### src/logic/tart_cfg.svh
`ifndef TART_CFG_SVH
`define TART_CFG_SVH

// ----------------------------------------------------------------------
// Front-end sizing
// ----------------------------------------------------------------------

// Antenna inputs, one bit each per sample
`define TART_ANTENNAE 24

// Clock cycles between sample strobes
`define TART_TMUX_RATE 12

// Sample buffer entries in the acquisition unit
`define TART_ACQ_DEPTH 16

// ----------------------------------------------------------------------
// Fake data and reset
// ----------------------------------------------------------------------

// LFSR start value, must be non-zero
`define TART_LFSR_SEED 24'h000001

// Software reset pulse length in cycles
`define TART_RESET_TICKS 4

// Read value of the empty DSP slot
`define TART_UNMAPPED_DATA 8'hce

`endif

### src/logic/tart_pkg.sv
`default_nettype none

`include "tart_cfg.svh"

package tart_pkg;

    // ------------------------------------------------------------------
    // Vector types
    // ------------------------------------------------------------------
    typedef logic [`TART_ANTENNAE-1:0]          antenna_t;   // All antennas, one sample
    typedef logic [7:0]                         bus_data_t;  // Register bus byte
    typedef logic [1:0]                         unit_sel_t;  // 00 cap, 01 acq, 10 none, 11 ctl
    typedef logic [1:0]                         reg_adr_t;   // Register inside a unit
    typedef logic [$clog2(`TART_ACQ_DEPTH)-1:0] acq_index_t; // Buffer slot
    typedef logic [1:0]                         byte_sel_t;  // Byte of a sample, 0..2

    // ------------------------------------------------------------------
    // Bundles
    // ------------------------------------------------------------------

    // Host request, held stable by the host while req is up
    typedef struct packed {
        logic      we;
        unit_sel_t sel;
        reg_adr_t  adr;
        bus_data_t wdata;
    } host_req_t;

    // Single-cycle access into one unit
    typedef struct packed {
        logic      stb;
        logic      we;
        reg_adr_t  adr;
        bus_data_t wdata;
    } unit_access_t;

    // Capture to acquire sample path
    typedef struct packed {
        logic     strobe;
        antenna_t data;
    } sample_t;

    // Unit flags gathered for the control status register
    typedef struct packed {
        logic cap_enabled;
        logic cap_debug;
        logic acq_armed;
        logic acq_full;
    } unit_status_t;

    // Host port handshake FSM
    typedef enum logic [1:0] {
        IDLE,
        RESPOND,
        WAIT_DROP
    } host_state_e;

endpackage

`default_nettype wire

### src/logic/tart_bus_decode.sv
`timescale 1ns/100ps
`default_nettype none

`include "tart_cfg.svh"

module tart_bus_decode (
    input  wire logic                   clock_b,
    input  wire logic                   rst_n_i,
    // Host four-phase port
    input  wire logic                   req_i,
    input  wire tart_pkg::host_req_t    host_req_i,
    output logic                        ack_o,
    output tart_pkg::bus_data_t         rdata_o,
    // Unit accesses
    output tart_pkg::unit_access_t      cap_acc_o,
    output tart_pkg::unit_access_t      acq_acc_o,
    output tart_pkg::unit_access_t      ctl_acc_o,
    input  wire tart_pkg::bus_data_t    cap_rdata_i,
    input  wire tart_pkg::bus_data_t    acq_rdata_i,
    input  wire tart_pkg::bus_data_t    ctl_rdata_i
);

    localparam tart_pkg::unit_sel_t SEL_CAP = 2'b00;
    localparam tart_pkg::unit_sel_t SEL_ACQ = 2'b01;
    localparam tart_pkg::unit_sel_t SEL_CTL = 2'b11; // 10 is the empty DSP slot

    tart_pkg::host_state_e  state_q;
    tart_pkg::host_req_t    req_q;    // Latched copy of the request
    tart_pkg::unit_access_t acc_base; // Shared fields, strobe decoded below

    // ------------------------------------------------------------------
    // Handshake FSM
    // ------------------------------------------------------------------
    always_ff @(posedge clock_b) begin
        if (!rst_n_i) begin
            state_q <= tart_pkg::IDLE;
            ack_o   <= 1'b0;
            rdata_o <= '0;
        end else begin
            case (state_q)
                tart_pkg::IDLE: begin
                    if (req_i) begin
                        state_q <= tart_pkg::RESPOND; // Strobe goes out next cycle
                    end
                end
                tart_pkg::RESPOND: begin
                    ack_o   <= 1'b1;
                    state_q <= tart_pkg::WAIT_DROP;
                    case (req_q.sel)                  // Unit answers in strobe cycle
                        SEL_CAP: rdata_o <= cap_rdata_i;
                        SEL_ACQ: rdata_o <= acq_rdata_i;
                        SEL_CTL: rdata_o <= ctl_rdata_i;
                        default: rdata_o <= `TART_UNMAPPED_DATA;
                    endcase
                end
                tart_pkg::WAIT_DROP: begin
                    if (!req_i) begin                 // Host let go, finish phase 4
                        ack_o   <= 1'b0;
                        state_q <= tart_pkg::IDLE;
                    end
                end
                default: state_q <= tart_pkg::IDLE;
            endcase
        end
    end

    // Request payload, captured as the access starts
    always_ff @(posedge clock_b) begin
        if (state_q == tart_pkg::IDLE && req_i) begin
            req_q <= host_req_i;
        end
    end

    assign acc_base.stb   = (state_q == tart_pkg::RESPOND); // One cycle per access
    assign acc_base.we    = req_q.we;
    assign acc_base.adr   = req_q.adr;
    assign acc_base.wdata = req_q.wdata;

    // Only the selected unit sees the strobe
    always_comb begin
        cap_acc_o     = acc_base;
        acq_acc_o     = acc_base;
        ctl_acc_o     = acc_base;
        cap_acc_o.stb = acc_base.stb && (req_q.sel == SEL_CAP);
        acq_acc_o.stb = acc_base.stb && (req_q.sel == SEL_ACQ);
        ctl_acc_o.stb = acc_base.stb && (req_q.sel == SEL_CTL);
    end

    // ack only follows a request seen on the edge before
    a_ack_needs_req: assert property (
        @(posedge clock_b) disable iff (!rst_n_i)
        $rose(ack_o) |-> $past(req_i)
    ) else $error("ack_o rose without req_i");

endmodule

`default_nettype wire

### src/logic/tart_capture.sv
`timescale 1ns/100ps
`default_nettype none

`include "tart_cfg.svh"

module tart_capture (
    input  wire logic                   clock_b,
    input  wire logic                   rst_n_i,
    input  wire logic                   soft_rst_i,
    input  wire tart_pkg::antenna_t     antenna_i,
    input  wire tart_pkg::unit_access_t acc_i,
    output tart_pkg::bus_data_t         rdata_o,
    output tart_pkg::sample_t           sample_o,
    output logic                        enabled_o,
    output logic                        debug_o
);

    localparam int TICK_BITS = $clog2(`TART_TMUX_RATE);
    localparam logic [TICK_BITS-1:0] TICK_LAST = TICK_BITS'(`TART_TMUX_RATE - 1);
    // Galois taps 24,23,22,17
    localparam tart_pkg::antenna_t LFSR_MASK = 24'he10000;

    logic                  enable_q;
    logic                  debug_q;
    logic [TICK_BITS-1:0]  tick_q;    // TMUX phase
    logic                  strobe_q;
    tart_pkg::antenna_t    data_q;    // Sample payload
    tart_pkg::antenna_t    lfsr_q;
    tart_pkg::antenna_t    lfsr_next;
    logic                  wrap;      // Last tick of the period
    logic                  ctl_wr;

    assign ctl_wr    = acc_i.stb && acc_i.we && (acc_i.adr == 2'd0);
    assign wrap      = enable_q && (tick_q == TICK_LAST);
    assign lfsr_next = {1'b0, lfsr_q[23:1]} ^ (lfsr_q[0] ? LFSR_MASK : '0);

    // ------------------------------------------------------------------
    // Controls, TMUX counter and fake data
    // ------------------------------------------------------------------
    always_ff @(posedge clock_b) begin
        if (!rst_n_i || soft_rst_i) begin
            enable_q <= 1'b0;
            debug_q  <= 1'b0;
            tick_q   <= '0;
            strobe_q <= 1'b0;
            lfsr_q   <= `TART_LFSR_SEED;
        end else begin
            if (ctl_wr) begin
                enable_q <= acc_i.wdata[0];
                debug_q  <= acc_i.wdata[1];
            end
            if (!enable_q || wrap) begin
                tick_q <= '0;              // Period restarts on enable
            end else begin
                tick_q <= tick_q + 1'b1;
            end
            strobe_q <= wrap;
            if (!debug_q) begin
                lfsr_q <= `TART_LFSR_SEED; // Held at seed until debug
            end else if (wrap) begin
                lfsr_q <= lfsr_next;       // One step per sample
            end
        end
    end

    // Sample payload, either live antennas or LFSR
    always_ff @(posedge clock_b) begin
        if (wrap) begin
            data_q <= debug_q ? lfsr_q : antenna_i;
        end
    end

    assign sample_o.strobe = strobe_q;
    assign sample_o.data   = data_q;
    assign enabled_o       = enable_q;
    assign debug_o         = debug_q;

    // Only register 0 is populated
    assign rdata_o = (acc_i.adr == 2'd0) ? {6'd0, debug_q, enable_q} : '0;

    a_strobe_single: assert property (
        @(posedge clock_b) disable iff (!rst_n_i)
        sample_o.strobe |=> !sample_o.strobe
    ) else $error("Sample strobe high on two cycles in a row");

endmodule

`default_nettype wire

### src/logic/tart_acquire.sv
`timescale 1ns/100ps
`default_nettype none

`include "tart_cfg.svh"

module tart_acquire (
    input  wire logic                   clock_b,
    input  wire logic                   rst_n_i,
    input  wire logic                   soft_rst_i,
    input  wire tart_pkg::sample_t      sample_i,
    input  wire tart_pkg::unit_access_t acc_i,
    output tart_pkg::bus_data_t         rdata_o,
    output logic                        armed_o,
    output logic                        full_o
);

    localparam tart_pkg::acq_index_t IDX_LAST = tart_pkg::acq_index_t'(`TART_ACQ_DEPTH - 1);
    localparam tart_pkg::byte_sel_t  BYTE_LAST = 2'd2; // Three bytes per sample

    tart_pkg::antenna_t   sample_mem [`TART_ACQ_DEPTH];
    logic                 armed_q;
    logic                 full_q;
    tart_pkg::acq_index_t wr_idx_q;   // Next slot to fill
    tart_pkg::acq_index_t rd_idx_q;   // Read-back slot
    tart_pkg::byte_sel_t  byte_q;     // Read-back byte
    tart_pkg::bus_data_t  rd_byte;
    logic                 arm_wr;
    logic                 idx_wr;
    logic                 data_rd;
    logic                 store;

    assign arm_wr  = acc_i.stb &&  acc_i.we && (acc_i.adr == 2'd0) && acc_i.wdata[0];
    assign idx_wr  = acc_i.stb &&  acc_i.we && (acc_i.adr == 2'd1);
    assign data_rd = acc_i.stb && !acc_i.we && (acc_i.adr == 2'd2);
    assign store   = armed_q && sample_i.strobe;

    // ------------------------------------------------------------------
    // Fill control
    // ------------------------------------------------------------------
    always_ff @(posedge clock_b) begin
        if (!rst_n_i || soft_rst_i) begin
            armed_q  <= 1'b0;
            full_q   <= 1'b0;
            wr_idx_q <= '0;
        end else if (arm_wr) begin
            armed_q  <= 1'b1;  // Re-arm drops any old burst
            full_q   <= 1'b0;
            wr_idx_q <= '0;
        end else if (store) begin
            wr_idx_q <= wr_idx_q + 1'b1;
            if (wr_idx_q == IDX_LAST) begin
                armed_q <= 1'b0; // Burst complete
                full_q  <= 1'b1;
            end
        end
    end

    always_ff @(posedge clock_b) begin
        if (store && !arm_wr) begin
            sample_mem[wr_idx_q] <= sample_i.data;
        end
    end

    // ------------------------------------------------------------------
    // Byte-wise read-back
    // ------------------------------------------------------------------
    always_ff @(posedge clock_b) begin
        if (!rst_n_i || soft_rst_i) begin
            rd_idx_q <= '0;
            byte_q   <= '0;
        end else if (idx_wr) begin
            rd_idx_q <= acc_i.wdata[$bits(tart_pkg::acq_index_t)-1:0];
            byte_q   <= '0;
        end else if (data_rd) begin
            if (byte_q == BYTE_LAST) begin
                byte_q   <= '0;
                rd_idx_q <= rd_idx_q + 1'b1; // On to the next sample
            end else begin
                byte_q   <= byte_q + 1'b1;
            end
        end
    end

    always_comb begin
        case (byte_q)                        // Low byte first
            2'd0:    rd_byte = sample_mem[rd_idx_q][7:0];
            2'd1:    rd_byte = sample_mem[rd_idx_q][15:8];
            2'd2:    rd_byte = sample_mem[rd_idx_q][23:16];
            default: rd_byte = '0;
        endcase
    end

    always_comb begin
        case (acc_i.adr)
            2'd0:    rdata_o = {6'd0, full_q, armed_q};
            2'd1:    rdata_o = tart_pkg::bus_data_t'(rd_idx_q);
            2'd2:    rdata_o = rd_byte;
            default: rdata_o = tart_pkg::bus_data_t'(wr_idx_q); // Fill level
        endcase
    end

    assign armed_o = armed_q;
    assign full_o  = full_q;

    // A full buffer only changes by re-arming
    a_no_store_full: assert property (
        @(posedge clock_b) disable iff (!rst_n_i)
        full_q && sample_i.strobe |=> $stable(wr_idx_q) || $past(arm_wr)
    ) else $error("Sample stored while buffer full");

endmodule

`default_nettype wire

### src/logic/tart_control.sv
`timescale 1ns/100ps
`default_nettype none

`include "tart_cfg.svh"

module tart_control (
    input  wire logic                   clock_b,
    input  wire logic                   rst_n_i,
    input  wire tart_pkg::unit_access_t acc_i,
    input  wire tart_pkg::unit_status_t status_i,
    output tart_pkg::bus_data_t         rdata_o,
    output logic                        soft_rst_o
);

    localparam int RST_BITS = $clog2(`TART_RESET_TICKS + 1);
    localparam logic [RST_BITS-1:0] RST_LOAD = RST_BITS'(`TART_RESET_TICKS);

    logic [RST_BITS-1:0] rst_cnt_q;  // Cycles of soft reset left
    tart_pkg::bus_data_t scratch_q;
    logic                rst_wr;
    logic                scratch_wr;

    assign rst_wr     = acc_i.stb && acc_i.we && (acc_i.adr == 2'd0) && acc_i.wdata[0];
    assign scratch_wr = acc_i.stb && acc_i.we && (acc_i.adr == 2'd1);

    // ------------------------------------------------------------------
    // Software reset pulse
    // ------------------------------------------------------------------
    always_ff @(posedge clock_b) begin
        if (!rst_n_i) begin
            rst_cnt_q <= '0;
        end else if (rst_wr && rst_cnt_q == '0) begin
            rst_cnt_q <= RST_LOAD;          // Ignored while a pulse runs
        end else if (rst_cnt_q != '0) begin
            rst_cnt_q <= rst_cnt_q - 1'b1;
        end
    end

    assign soft_rst_o = (rst_cnt_q != '0);

    // Scratch byte, outside the soft reset domain
    always_ff @(posedge clock_b) begin
        if (!rst_n_i) begin
            scratch_q <= '0;
        end else if (scratch_wr) begin
            scratch_q <= acc_i.wdata;
        end
    end

    always_comb begin
        case (acc_i.adr)
            2'd0:    rdata_o = {4'd0, status_i}; // en dbg armed full
            2'd1:    rdata_o = scratch_q;
            default: rdata_o = '0;
        endcase
    end

    // Pulse ends after the configured length
    a_soft_rst_len: assert property (
        @(posedge clock_b) disable iff (!rst_n_i)
        $rose(soft_rst_o) |-> ##(`TART_RESET_TICKS) !soft_rst_o
    ) else $error("soft_rst_o held longer than the reset length");

endmodule

`default_nettype wire

### src/logic/tart_top.sv
`timescale 1ns/100ps
`default_nettype none

module tart_top (
    input  wire logic                clock_b,
    input  wire logic                rst_n_i,
    input  wire logic                req_i,
    input  wire tart_pkg::host_req_t host_req_i,
    input  wire tart_pkg::antenna_t  antenna_i,
    output logic                     ack_o,
    output tart_pkg::bus_data_t      rdata_o
);

    // ------------------------------------------------------------------
    // Interconnect
    // ------------------------------------------------------------------
    tart_pkg::unit_access_t cap_acc;
    tart_pkg::unit_access_t acq_acc;
    tart_pkg::unit_access_t ctl_acc;
    tart_pkg::bus_data_t    cap_rdata;
    tart_pkg::bus_data_t    acq_rdata;
    tart_pkg::bus_data_t    ctl_rdata;
    tart_pkg::sample_t      sample;      // Capture to acquire
    tart_pkg::unit_status_t status;
    logic                   soft_rst;    // From control, to cap and acq
    logic                   cap_enabled;
    logic                   cap_debug;
    logic                   acq_armed;
    logic                   acq_full;

    assign status = tart_pkg::unit_status_t'{
        cap_enabled: cap_enabled,
        cap_debug:   cap_debug,
        acq_armed:   acq_armed,
        acq_full:    acq_full
    };

    tart_bus_decode u_bus_decode (
        .clock_b     (clock_b),
        .rst_n_i     (rst_n_i),
        .req_i       (req_i),
        .host_req_i  (host_req_i),
        .ack_o       (ack_o),
        .rdata_o     (rdata_o),
        .cap_acc_o   (cap_acc),
        .acq_acc_o   (acq_acc),
        .ctl_acc_o   (ctl_acc),
        .cap_rdata_i (cap_rdata),
        .acq_rdata_i (acq_rdata),
        .ctl_rdata_i (ctl_rdata)
    );

    tart_capture u_capture (
        .clock_b    (clock_b),
        .rst_n_i    (rst_n_i),
        .soft_rst_i (soft_rst),
        .antenna_i  (antenna_i),
        .acc_i      (cap_acc),
        .rdata_o    (cap_rdata),
        .sample_o   (sample),
        .enabled_o  (cap_enabled),
        .debug_o    (cap_debug)
    );

    tart_acquire u_acquire (
        .clock_b    (clock_b),
        .rst_n_i    (rst_n_i),
        .soft_rst_i (soft_rst),
        .sample_i   (sample),
        .acc_i      (acq_acc),
        .rdata_o    (acq_rdata),
        .armed_o    (acq_armed),
        .full_o     (acq_full)
    );

    tart_control u_control (
        .clock_b    (clock_b),
        .rst_n_i    (rst_n_i),
        .acc_i      (ctl_acc),
        .status_i   (status),
        .rdata_o    (ctl_rdata),
        .soft_rst_o (soft_rst)
    );

endmodule

`default_nettype wire

### config.mk
export PLATFORM = sky130hd
export DESIGN_NAME = tart_top
export DESIGN_NICKNAME = d
export VERILOG_FILES = /design/src/logic/tart_pkg.sv /design/src/logic/tart_bus_decode.sv /design/src/logic/tart_capture.sv /design/src/logic/tart_acquire.sv /design/src/logic/tart_control.sv /design/src/logic/tart_top.sv
export VERILOG_INCLUDE_DIRS = /design/src /design/src/logic
export SDC_FILE = /design/constraint.sdc
export NUM_CORES = 1
export LEC_CHECK = 0
export BUFFER_PORTS_ARGS = -buffer_cell sky130_fd_sc_hd__buf_4
export CORE_ASPECT_RATIO = 0.8
export CORE_UTILIZATION = 55
export CTS_BUF_LIST = sky130_fd_sc_hd__clkbuf_4
export DETAILED_ROUTE_END_ITERATION = 8
export GPL_TIMING_DRIVEN = 0
export PLACE_DENSITY = 0.72
export REMOVE_ABC_BUFFERS = 1
export SYNTH_ARGS = -nofsm -noshare
export SYNTH_HDL_FRONTEND = slang
export SYNTH_SLANG_ARGS = --single-unit
### constraint.sdc
create_clock -name clock_b -period 3.5 [get_ports clock_b]
set_input_delay 0.35 -clock clock_b [delete_from_list [all_inputs] [get_ports clock_b]]
set_output_delay 0.35 -clock clock_b [all_outputs]
set_load 0.02 [all_outputs]
==> results of run 1 <==
[power breakdown]
group	switching (mW)	total, mW	leakage [nW]	internal [mW]
Combinational	0.179	0.331	1.94	0.153
Clock	2.17	4.42	0.860	2.25
Sequential	0.0352	6.32	4.35	6.28
[cell usage in the layout (no fill, tap or decap), types with 6 or more instances in the layout]
| cell type | instances |
|---|---|
| a211oi_1 | 14 |
| a21oi_1 | 32 |
| a22o_1 | 7 |
| a22oi_1 | 6 |
| buf_12 | 6 |
| buf_16 | 12 |
| buf_4 | 48 |
| buf_6 | 8 |
| clkbuf_4 | 173 |
| clkinv_1 | 25 |
| dfxtp_1 | 64 |
| dlygate4sd3_1 | 40 |
| edfxtp_1 | 421 |
| ha_1 | 8 |
| inv_1 | 11 |
| mux2_2 | 49 |
| mux2i_1 | 38 |
| mux4_2 | 84 |
| nand2_1 | 68 |
| nand2b_1 | 9 |
| nand3_1 | 14 |
| nor2_1 | 46 |
| nor2_4 | 12 |
| nor2b_1 | 26 |
| nor3_1 | 11 |
| nor4_1 | 10 |
| o21ai_0 | 25 |
| o22ai_1 | 12 |
| xnor2_1 | 6 |
[final timing paths]
path                                                 from                           to  slack [ns]  depth (start not counted)
worst min-delay path                        host_req_i[3]    u_bus_decode.acq_acc_o[3]        0.28                          2
worst max-delay path            u_bus_decode.acq_acc_o[8]  u_acquire.sample_mem[0][13]        0.20                          7
worst min register to register        u_capture.tick_q[0]          u_capture.tick_q[0]        0.46                          1
worst max register to register  u_bus_decode.acq_acc_o[8]  u_acquire.sample_mem[0][13]        0.20                          7
[metrics by stage]
step / setup WS [ns] / total power, mW / util, %
2_1_floorplan: -1.57 / 6.60 / -
3_3_place_gp: -4.31 / 6.72 / 58.5
3_5_place_dp: 0.263 / 6.73 / 60.6
4_1_cts: 0.245 / 11.2 / 66.0
5_1_grt: 0.0358 / 11.5 / 66.1
6_report: 0.205 / 11.1 / 66.1
[sequential cells by signal, summed over array words and instances, names as in the netlist, 2 cells and up, named ones only]
name                    cells
u_acquire.sample_mem      384
u_capture.data_q           24
u_capture.lfsr_q           24
u_bus_decode.acq_acc_o     11
u_bus_decode.rdata_o        8
u_control.scratch_q         8
u_acquire.rd_idx_q          4
u_acquire.wr_idx_q          4
u_capture.tick_q            4
u_control.rst_cnt_q         3
u_acquire.byte_q            2
u_bus_decode.req_q          2
u_bus_decode.state_q        2
[cell families after synthesis]
kind of cell | Yosys count | share of synthesized area [%]
xor+xnor | 9 | 0.410
compound gates | 124 | 4.21
fa+ha+maj | 8 | 0.520
flops | 490 | 72.9
buf+inv | 70 | 1.74
mux | 171 | 14.7
simple gates | 224 | 5.59
[area by class of cell]
type | count | area [um2] | area share (%)
sequential | 490 | 14000 | 62.5
multi-input combinational | 536 | 5000 | 22.3
timing repair buffer | 118 | 1360 | 6.06
clock buffer | 173 | 1300 | 5.78
tap | 465 | 582 | 2.59
clock inverter | 32 | 140 | 0.624
inverter | 12 | 45.0 | 0.201
antenna | 1 | 2.50 | 0.0111
[layer usage]
| layer | global-route usage [%] | vias to the layer above | routed length (um) |
|---|---|---|---|
| li1 | - | 4795 | - |
| met1 | 34.3 | 5521 | 17700 |
| met2 | 40.8 | 510 | 21200 |
| met3 | 6.35 | 102 | 3820 |
| met4 | 10.9 | 0 | 1350 |
| met5 | 0.690 | - | 0 |
==> qor.txt, run 1 <==
status - complete, no violations
Post-DP Area - 20,600 um2
Placeable Area - 34,000 um2
first-pass GRT wire length - 67,200 um
Initial Util - 56.6%
crit share post-route - 94.1%
Synth cell types - 55
CTS root buf - clkbuf_4
row count - 60
f_max - 303 MHz
vias in the first global route - 11,300
Fill cells - 2,309
Async SR Flop Fraction - 0%
die footprint - 35,800 um2
fin area - 22,500 um2
# DRC - 0
Cell Pwr Density - 493 nW/um2
Critical Path Fanout Max - 20
sequential cell area fraction in the yosys report - 72.9%
initial antenna violation count - 1
io pins - 49
Die Span Y - 169 um
Synth Area per Inst - 17.6 um2
Clock Skew - 0.0792 ns
Slew headroom - 13.7%
setup violators final - 0
startpoint types - flip-flop
final RePlAce weighted congestion - 0.840
synthesized instance count - 1,096
vias per cell - 5.98
Hold WS - 0.280 ns
hold crit path type - input pin to flip-flop
crit end category - flip-flop
WS Path Type - flip-flop to flip-flop
initial DRC count - 1,057
DP HPWL - 26,800 um
Critical Path AT - 3.73 ns
max-cap violation count - 0
worst skew pair latency - 0.80 ns
Final Hold Vio Count - 0
YS warnings - 0
fin cells - 1,827
Slew Viols, Final - 0
most frequent cell after synthesis - edfxtp_1
post-synth top area share - 65.7%
Post-synth top cells - edfxtp_1 (421), mux4_2 (84), dfxtp_1 (69), nand2_1 (68), nor2_1 (58)
largest net degree at the start of global routing - 52
Critical path buffers and inverters - 2
die width - 211 um
leakage - 7.15 nW
CTS tree - yes
RSZ-0062 raised after global routing - false
VDD IR max - 0.301 mV
Area Growth Syn to Fin - 16.7%
Setup Fix Bufs, Post-CTS - 0
pin slew with the least headroom to its limit - 1.29 ns
Yosys top cell by area - edfxtp_1
CP max stage delay - 0.85 ns
I/O Buffers - 48
Final #Nets - 1,319
Min Clock Period, post-route - 3.30 ns
CTS Buf Count - 113
CTS Hold Bufs - 40
CP required - 3.94 ns
Post-DRT Antenna Nets - 0
FF+latch count, synth - 490
Routed WL - 44,000 um
layout cell share with drive strength beyond 1 - 30.5%
vias - 10,900
GR Util All Layers - 25.8%
Post-Syn Area - 19,200 um2
Top FF cell, synth - edfxtp_1
Max Root-Sink Buffers - 3
critical path's top delay family - simple AND/OR/NAND/NOR gates
worst path cell trace - nand4bb_1 -> nand2b_1 -> nor2b_1 -> nand2_1 -> nor3_2 -> buf_6 -> buf_6
clk slew on worst S/H paths - 0.09 ns
Max stage delay cell, worst path - edfxtp_1
CP dominant cell by count - buf_6
grt ovf - 0
Synth area leaders - edfxtp_1 (66%), mux4_2 (9.8%), dfxtp_1 (7.2%)
Routed WL per cell - 24.1 um
Clock Sinks - 490
Post-synth EDFFs - 421
Inst Count DP - 1,581
# H-tree levels - 3
TNS Setup - 0 ns
CTS resizes - 0
drt pass-1 iters - 5
Note: power is estimated with default switching activity, not from simulation.
==> run 2: changes to the inputs <==
--- a/config.mk
+++ b/config.mk
@@ -6,13 +6,13 @@
 export SDC_FILE = /design/constraint.sdc
 export NUM_CORES = 1
 export LEC_CHECK = 0
-export BUFFER_PORTS_ARGS = -buffer_cell sky130_fd_sc_hd__buf_4
+export BUFFER_PORTS_ARGS = -buffer_cell sky130_fd_sc_hd__buf_2
 export CORE_ASPECT_RATIO = 0.8
 export CORE_UTILIZATION = 55
 export CTS_BUF_LIST = sky130_fd_sc_hd__clkbuf_4
 export DETAILED_ROUTE_END_ITERATION = 8
 export GPL_TIMING_DRIVEN = 0
-export PLACE_DENSITY = 0.72
+export PLACE_DENSITY = 0.7
 export REMOVE_ABC_BUFFERS = 1
 export SYNTH_ARGS = -nofsm -noshare
 export SYNTH_HDL_FRONTEND = slang
==> constraint.sdc (replaced) <==
create_clock -name clock_b -period 4 [get_ports clock_b]
set_input_delay 0.4 -clock clock_b [delete_from_list [all_inputs] [get_ports clock_b]]
set_output_delay 0.4 -clock clock_b [all_outputs]
set_load 0.02 [all_outputs]
==> run 2 against run 1 <==
Cell count up 0.44%. Sequential share of layout area up 0.25 points. Design area down 0.40%. Setup slack better by 0.45 ns. Clock skew down 0.041 ns. Critical path type unchanged. Critical endpoint is now u_acquire.sample_mem[1][6].
==> qor.txt, run 2 (same netlist as run 1, synthesis figures left out) <==
Largest Register - u_acquire.sample_mem
# H-tree levels - 3 (unchanged)
fin area - 22,400 um2 (-0.40%)
Routed WL - 43,700 um (-0.83%)
first-pass GRT wire length - 65,000 um (-3.2%)
Final Hold Vio Count - 0 (unchanged)
CP required - 4.52 ns (+0.58 ns)
CTS root buf - clkbuf_4
largest net degree at the start of global routing - 59 (+13%)
grt ovf - 0 (unchanged)
vias in the first global route - 10,700 (-5.7%)
commonest non-fill, non-tap cell in the layout - edfxtp_1
status - complete, no violations
Cell Pwr Density - 439 nW/um2 (-11%)
DP HPWL - 26,500 um (-0.97%)
biggest regs - u_acquire.sample_mem: 384 flops, u_capture.data_q: 24 flops, u_capture.lfsr_q: 24 flops
vias per cell - 5.91 (-1.3%)
VDD IR max - 0.310 mV (+3.0%)
layout cell share with drive strength beyond 1 - 31.0% (+0.50 points)
setup violators final - 0 (unchanged)
Critical Path Fanout Max - 20 (unchanged)
Slew headroom - 16.0% (+2.3 points)
fin cells - 1,835 (+0.44%)
Post-DRT Antenna Nets - 0 (unchanged)
CP startpoint - u_bus_decode.acq_acc_o[8]
Max stage delay cell, worst path - edfxtp_1
drt pass-1 iters - 7 (+2)
Hold WS - 0.288 ns (+0.00847 ns)
Placeable Area - 34,000 um2 (unchanged)
Critical path buffers and inverters - 2 (unchanged)
Die Span Y - 169 um (unchanged)
CP dominant cell by count - buf_8
Critical Path AT - 3.87 ns (+0.14 ns)
Area Growth Syn to Fin - 16.2%
vias - 10,800 (-0.83%)
row count - 60 (unchanged)
worst path cell trace - nand4bb_1 -> nand2b_1 -> nor2b_1 -> nand2_1 -> nor3_2 -> buf_8 -> buf_8
CTS Buf Count - 112 (-0.88%)
final RePlAce weighted congestion - 0.842 (+0.18%)
io pins - 49 (unchanged)
leakage - 7.14 nW (-0.13%)
GR Util All Layers - 25.3% (-0.44 points)
hold crit path type - input pin to flip-flop
clk slew on worst S/H paths - 0.07 ns (-0.02 ns)
Clock Sinks - 490 (unchanged)
startpoint types - flip-flop
Slew Viols, Final - 0 (unchanged)
crit end category - flip-flop
Clock Skew - 0.0380 ns (-0.0412 ns)
Initial Util - 56.6% (unchanged)
number of flip-flops under the largest register name - 384 (unchanged)
Max Root-Sink Buffers - 3 (unchanged)
initial DRC count - 1,045 (-1.1%)
die footprint - 35,800 um2 (unchanged)
pin slew with the least headroom to its limit - 1.26 ns (-0.0342 ns)
RSZ-0062 raised after global routing - false
WS Path Type - flip-flop to flip-flop
Post-DP Area - 20,500 um2 (-0.79%)
CP max stage delay - 0.82 ns (-0.03 ns)
Final #Nets - 1,316 (-0.23%)
I/O Buffers - 48 (unchanged)
die width - 211 um (unchanged)
Min Clock Period, post-route - 3.35 ns (+0.0517 ns)
commonest cells after routing, fill and taps aside - edfxtp_1 (421), clkbuf_4 (182), mux4_2 (84), nand2_1 (68), dfxtp_1 (64)
f_max - 299 MHz (-1.5%)
Routed WL per cell - 23.8 um (-1.3%)
max-cap violation count - 0 (unchanged)
Setup Fix Bufs, Post-CTS - 0 (unchanged)
# DRC - 0 (unchanged)
Inst Count DP - 1,580 (-0.063%)
RR Startpoint - u_bus_decode.acq_acc_o[8]
crit share post-route - 83.7% (-10 points)
worst skew pair latency - 0.84 ns (+0.04 ns)
initial antenna violation count - 2 (+1)
min-delay src - host_req_i[3]
CTS tree - yes
critical path's top delay family - simple AND/OR/NAND/NOR gates
-- run 2: cell types whose count changed in the layout (fill, tap and decap cells not counted) --
cell / delta
buf_16: -1
buf_2: +48
buf_4: -46
buf_8: -2
bufinv_16: +1
clkbuf_4: +9
clkinv_1: -3
clkinv_2: +1
clkinv_4: -2
diode_2: +4
dlygate4sd3_1: -1
-- run 2: final timing paths --
| check | endpoint | slack [ns] | cells past startpoint |
|---|---|---|---|
| setup reg to reg | u_acquire.sample_mem[1][6] | 0.65 | 7 |
| setup / recovery | u_acquire.sample_mem[1][6] | 0.65 | 7 |
| hold reg to reg | u_capture.tick_q[0] | 0.45 | 1 |
| hold / removal | u_bus_decode.acq_acc_o[3] | 0.29 | 2 |
-- run 2: layer usage --
layer | share of wire, % | GRT usage, % | vias to the layer above
met3 | 8.1 | 6.62 | 82
met2 | 48 | 39.4 | 471
met5 | 0 | 0 | -
met1 | 41 | 34.8 | 5497
li1 | - | - | 4787
met4 | 2.3 | 9.20 | 0
-- run 2: per-stage QoR --
stage | util, % | setup WS [ns] | power, mW | TNS [ns]
after floorplan | - | -1.07 | 5.78 | -7.49
after global placement | 58.2 | -3.92 | 5.87 | -344.81
after detailed placement | 60.2 | 0.731 | 5.88 | 0
after CTS | 65.8 | 0.716 | 9.91 | 0
after global routing | 65.8 | 0.483 | 10.2 | 0
final | 65.8 | 0.653 | 9.83 | 0
-- run 2: final cells by class --
class                   count  area [um2]
clock inverters            29         146
repair buffers            116        1190
multi-input cells         536        5000
clock buffers             182        1370
inverters                  12        45.0
flip-flops and latches    490       14000
well taps                 465         582
fillers                  2330       11600
diodes                      5        12.5
-- run 2: what timing repair did --
item	CTS	global route
endpoints found under the hold margin	40	0
hold buffers	39	0
gates resized for setup	0	0
-- run 2: power breakdown --
group	internal (mW)	switching [mW]	leakage, nW
sequential	5.50	0.0306	4.35
combinational	0.118	0.152	1.89
clock	2.12	1.91	0.907
==> run 3: changes to the inputs <==
--- a/config.mk
+++ b/config.mk
@@ -12,7 +12,7 @@
 export CTS_BUF_LIST = sky130_fd_sc_hd__clkbuf_4
 export DETAILED_ROUTE_END_ITERATION = 8
 export GPL_TIMING_DRIVEN = 0
-export PLACE_DENSITY = 0.7
+export PLACE_DENSITY = 0.72
 export REMOVE_ABC_BUFFERS = 1
 export SYNTH_ARGS = -nofsm -noshare
 export SYNTH_HDL_FRONTEND = slang
==> constraint.sdc (replaced) <==
create_clock -name clock_b -period 2.9 [get_ports clock_b]
set_input_delay 0.29 -clock clock_b [delete_from_list [all_inputs] [get_ports clock_b]]
set_output_delay 0.29 -clock clock_b [all_outputs]
set_load 0.02 [all_outputs]
==> run 3 against run 2 <==
Sequential power grew 38%. Critical path depth shrank 1. First-iteration DRC count grew 28%. Maximum frequency grew 18%. Largest cell class unchanged. Global-route usage grew 0.55 points. Clock power grew 34%. Design area grew 0.49%. Setup slack lost 0.60 ns.
==> qor.txt, run 3 (same netlist as run 1, synthesis figures left out) <==
Hold WS - 0.210 ns (-0.0776 ns)
vias in the first global route - 11,200 (+5.2%)
startpoint types - flip-flop
status - complete, no violations
Net Sw Power - 2.92 mW (+39%)
f_max - 352 MHz (+18%)
Fill cells - 2,284 (-2.0%)
Clock Skew - 0.0810 ns (+0.0430 ns)
combinational cell fraction of total power - 2.8% (about the same)
layout cell share with drive strength beyond 1 - 30.5% (-0.48 points)
sw frac - 21.7% (+0.44 points)
Final #Nets - 1,328 (+0.91%)
VDD IR max - 0.384 mV (+24%)
Post-DRT Antenna Nets - 0 (unchanged)
fin util - 66.1% (+0.32 points)
Initial Util - 56.6% (unchanged)
WS Path Type - flip-flop to flip-flop
Placeable Area - 34,000 um2 (unchanged)
CTS tree - yes
die footprint - 35,800 um2 (unchanged)
Slew headroom - 18.3% (+2.3 points)
first-pass GRT wire length - 67,500 um (+3.9%)
share of power burned in registers - 56.8% (+0.6 points)
max-cap violation count - 0 (unchanged)
critical path's top delay family - flip-flops
worst path cell trace - buf_16 -> buf_12 -> mux4_2 -> a211o_1 -> nor4_1 -> o32ai_1
Critical Path AT - 3.47 ns (-0.40 ns)
# DRC - 0 (unchanged)
Min Clock Period, post-route - 2.84 ns (-0.504 ns)
grt ovf - 0 (unchanged)
Area Growth Syn to Fin - 16.8%
io pins - 49 (unchanged)
Max stage delay cell, worst path - dfxtp_4
DP HPWL - 26,300 um (-0.60%)
initial DRC count - 1,336 (+28%)
biggest regs - u_acquire.sample_mem: 384 flops, u_capture.data_q: 24 flops, u_capture.lfsr_q: 24 flops
drt pass-1 iters - 6 (-1)
hold crit path type - input pin to flip-flop
final RePlAce weighted congestion - 0.842 (about the same)
Routed WL per cell - 24.2 um (+1.8%)
Inst Count DP - 1,580 (unchanged)
Final Hold Vio Count - 0 (unchanged)
CP required - 3.53 ns (-0.99 ns)
die width - 211 um (unchanged)
CTS root buf - clkbuf_4
CP max stage delay - 0.60 ns (-0.22 ns)
initial antenna violation count - 1 (-1)
Routed WL - 44,700 um (+2.4%)
Max Root-Sink Buffers - 3 (unchanged)
GR Util All Layers - 25.9% (+0.55 points)
# H-tree levels - 3 (unchanged)
Die Span Y - 169 um (unchanged)
CTS Buf Count - 114 (+1.8%)
register area - 14,000 um2 (about the same)
I/O Buffers - 48 (unchanged)
Largest Register - u_acquire.sample_mem
fin cells - 1,846 (+0.60%)
clk slew on worst S/H paths - 0.08 ns (about the same)
setup violators final - 0 (unchanged)
Clock Sinks - 490 (unchanged)
vias - 11,000 (+1.9%)
commonest non-fill, non-tap cell in the layout - edfxtp_1
vias per cell - 5.98 (+1.3%)
commonest cells after routing, fill and taps aside - edfxtp_1 (421), clkbuf_4 (167), mux4_2 (84), nand2_1 (67), dfxtp_1 (63)
Slew Viols, Final - 0 (unchanged)
Clock power frac - 40.4% (-0.6 points)
Critical Path Fanout Max - 44 (+120%)
worst skew pair latency - 0.80 ns (-0.04 ns)
leakage - 7.16 nW (+0.19%)
row count - 60 (unchanged)
Critical path buffers and inverters - 2 (unchanged)
RSZ-0062 raised after global routing - true
Cell Pwr Density - 597 nW/um2 (+36%)
area of the multi-input gates - 5020 um2 (+0.43%)
number of flip-flops under the largest register name - 384 (unchanged)
largest net degree at the start of global routing - 52 (-12%)
pin slew with the least headroom to its limit - 1.22 ns (-0.0355 ns)
crit share post-route - 98.0% (+14 points)
internal power - 10.5 mW (+36%)
crit end category - flip-flop
[run 3: cell types whose count changed in the layout (fill, tap and decap cells not counted), moves of 2 or more]
cell      before  now
buf_16        11    9
buf_6          8   10
buf_4          2    5
diode_2        5    1
nor3_2         4    2
buf_12         6   12
clkinv_4       1    3
clkbuf_4     182  167
nor3_4         0    2
inv_2          3    1
clkinv_1      22   41
[run 3: area by class of cell]
class | instances | share of cell area, %
diodes | 1 | 0.0111
clock buffers | 167 | 5.58
clock inverters | 49 | 1.03
inverters | 12 | 0.223
multi-input cells | 536 | 22.3
flip-flops and latches | 490 | 62.4
well taps | 465 | 2.59
repair buffers | 126 | 5.82
[run 3: stage by stage]
stage                     setup TNS [ns]  total power, mW  setup WS [ns]  area, um2
final                                  0             13.4         0.0570      22500
after global routing             -0.0571             13.9        -0.0120      22500
after CTS                              0             13.5         0.0417      22400
after detailed placement          -11.62             8.10         -0.282      20400
after global placement           -766.88             8.09          -4.93      19800
after floorplan                   -70.81             7.97          -2.17      19000
[run 3: timing repair]
action,in CTS,in global routing
gates cloned,0,0
endpoints found under the setup margin,100,25
hold buffers,40,0
pin swaps,0,3
hold endpoints to repair,58,0
setup buffers,4,5
resized for setup,3,4
[run 3: per-layer routing]
metal,share of wire [%],GRT usage (%),up-vias
met5,0,0,-
met4,2.8,9.74,0
met3,8.5,5.35,119
met2,49,41.6,605
met1,40,35.2,5527
li1,-,-,4788
[run 3: final timing paths]
| path | endpoint | slack, ns | cells after the start | from |
|---|---|---|---|---|
| setup / recovery | u_bus_decode.rdata_o[3] | 0.06 | 6 | flip-flop |
| hold / removal | u_bus_decode.acq_acc_o[0] | 0.21 | 2 | host_req_i[0] |
| setup reg to reg | u_bus_decode.rdata_o[3] | 0.06 | 6 | flip-flop |
| hold reg to reg | u_capture.tick_q[0] | 0.45 | 1 | u_capture.tick_q[0] |
[run 3: worst reg2reg max path: stages (launching register included)]
cell and delay (ns):
dfxtp_4 0.60, buf_16 0.28, buf_12 0.31, mux4_2 0.38
a211o_1 0.34, nor4_1 0.60, o32ai_1 0.19
[run 3: power groups by stage]
stage | clock network, mW | registers (mW) | logic (mW)
3_5_place_dp | 0 | 7.78 | 0.315
5_1_grt | 5.89 | 7.62 | 0.406
2_1_floorplan | 0 | 7.78 | 0.187
4_1_cts | 5.53 | 7.62 | 0.368
3_3_place_gp | 0 | 7.79 | 0.306
6_report | 5.42 | 7.62 | 0.375
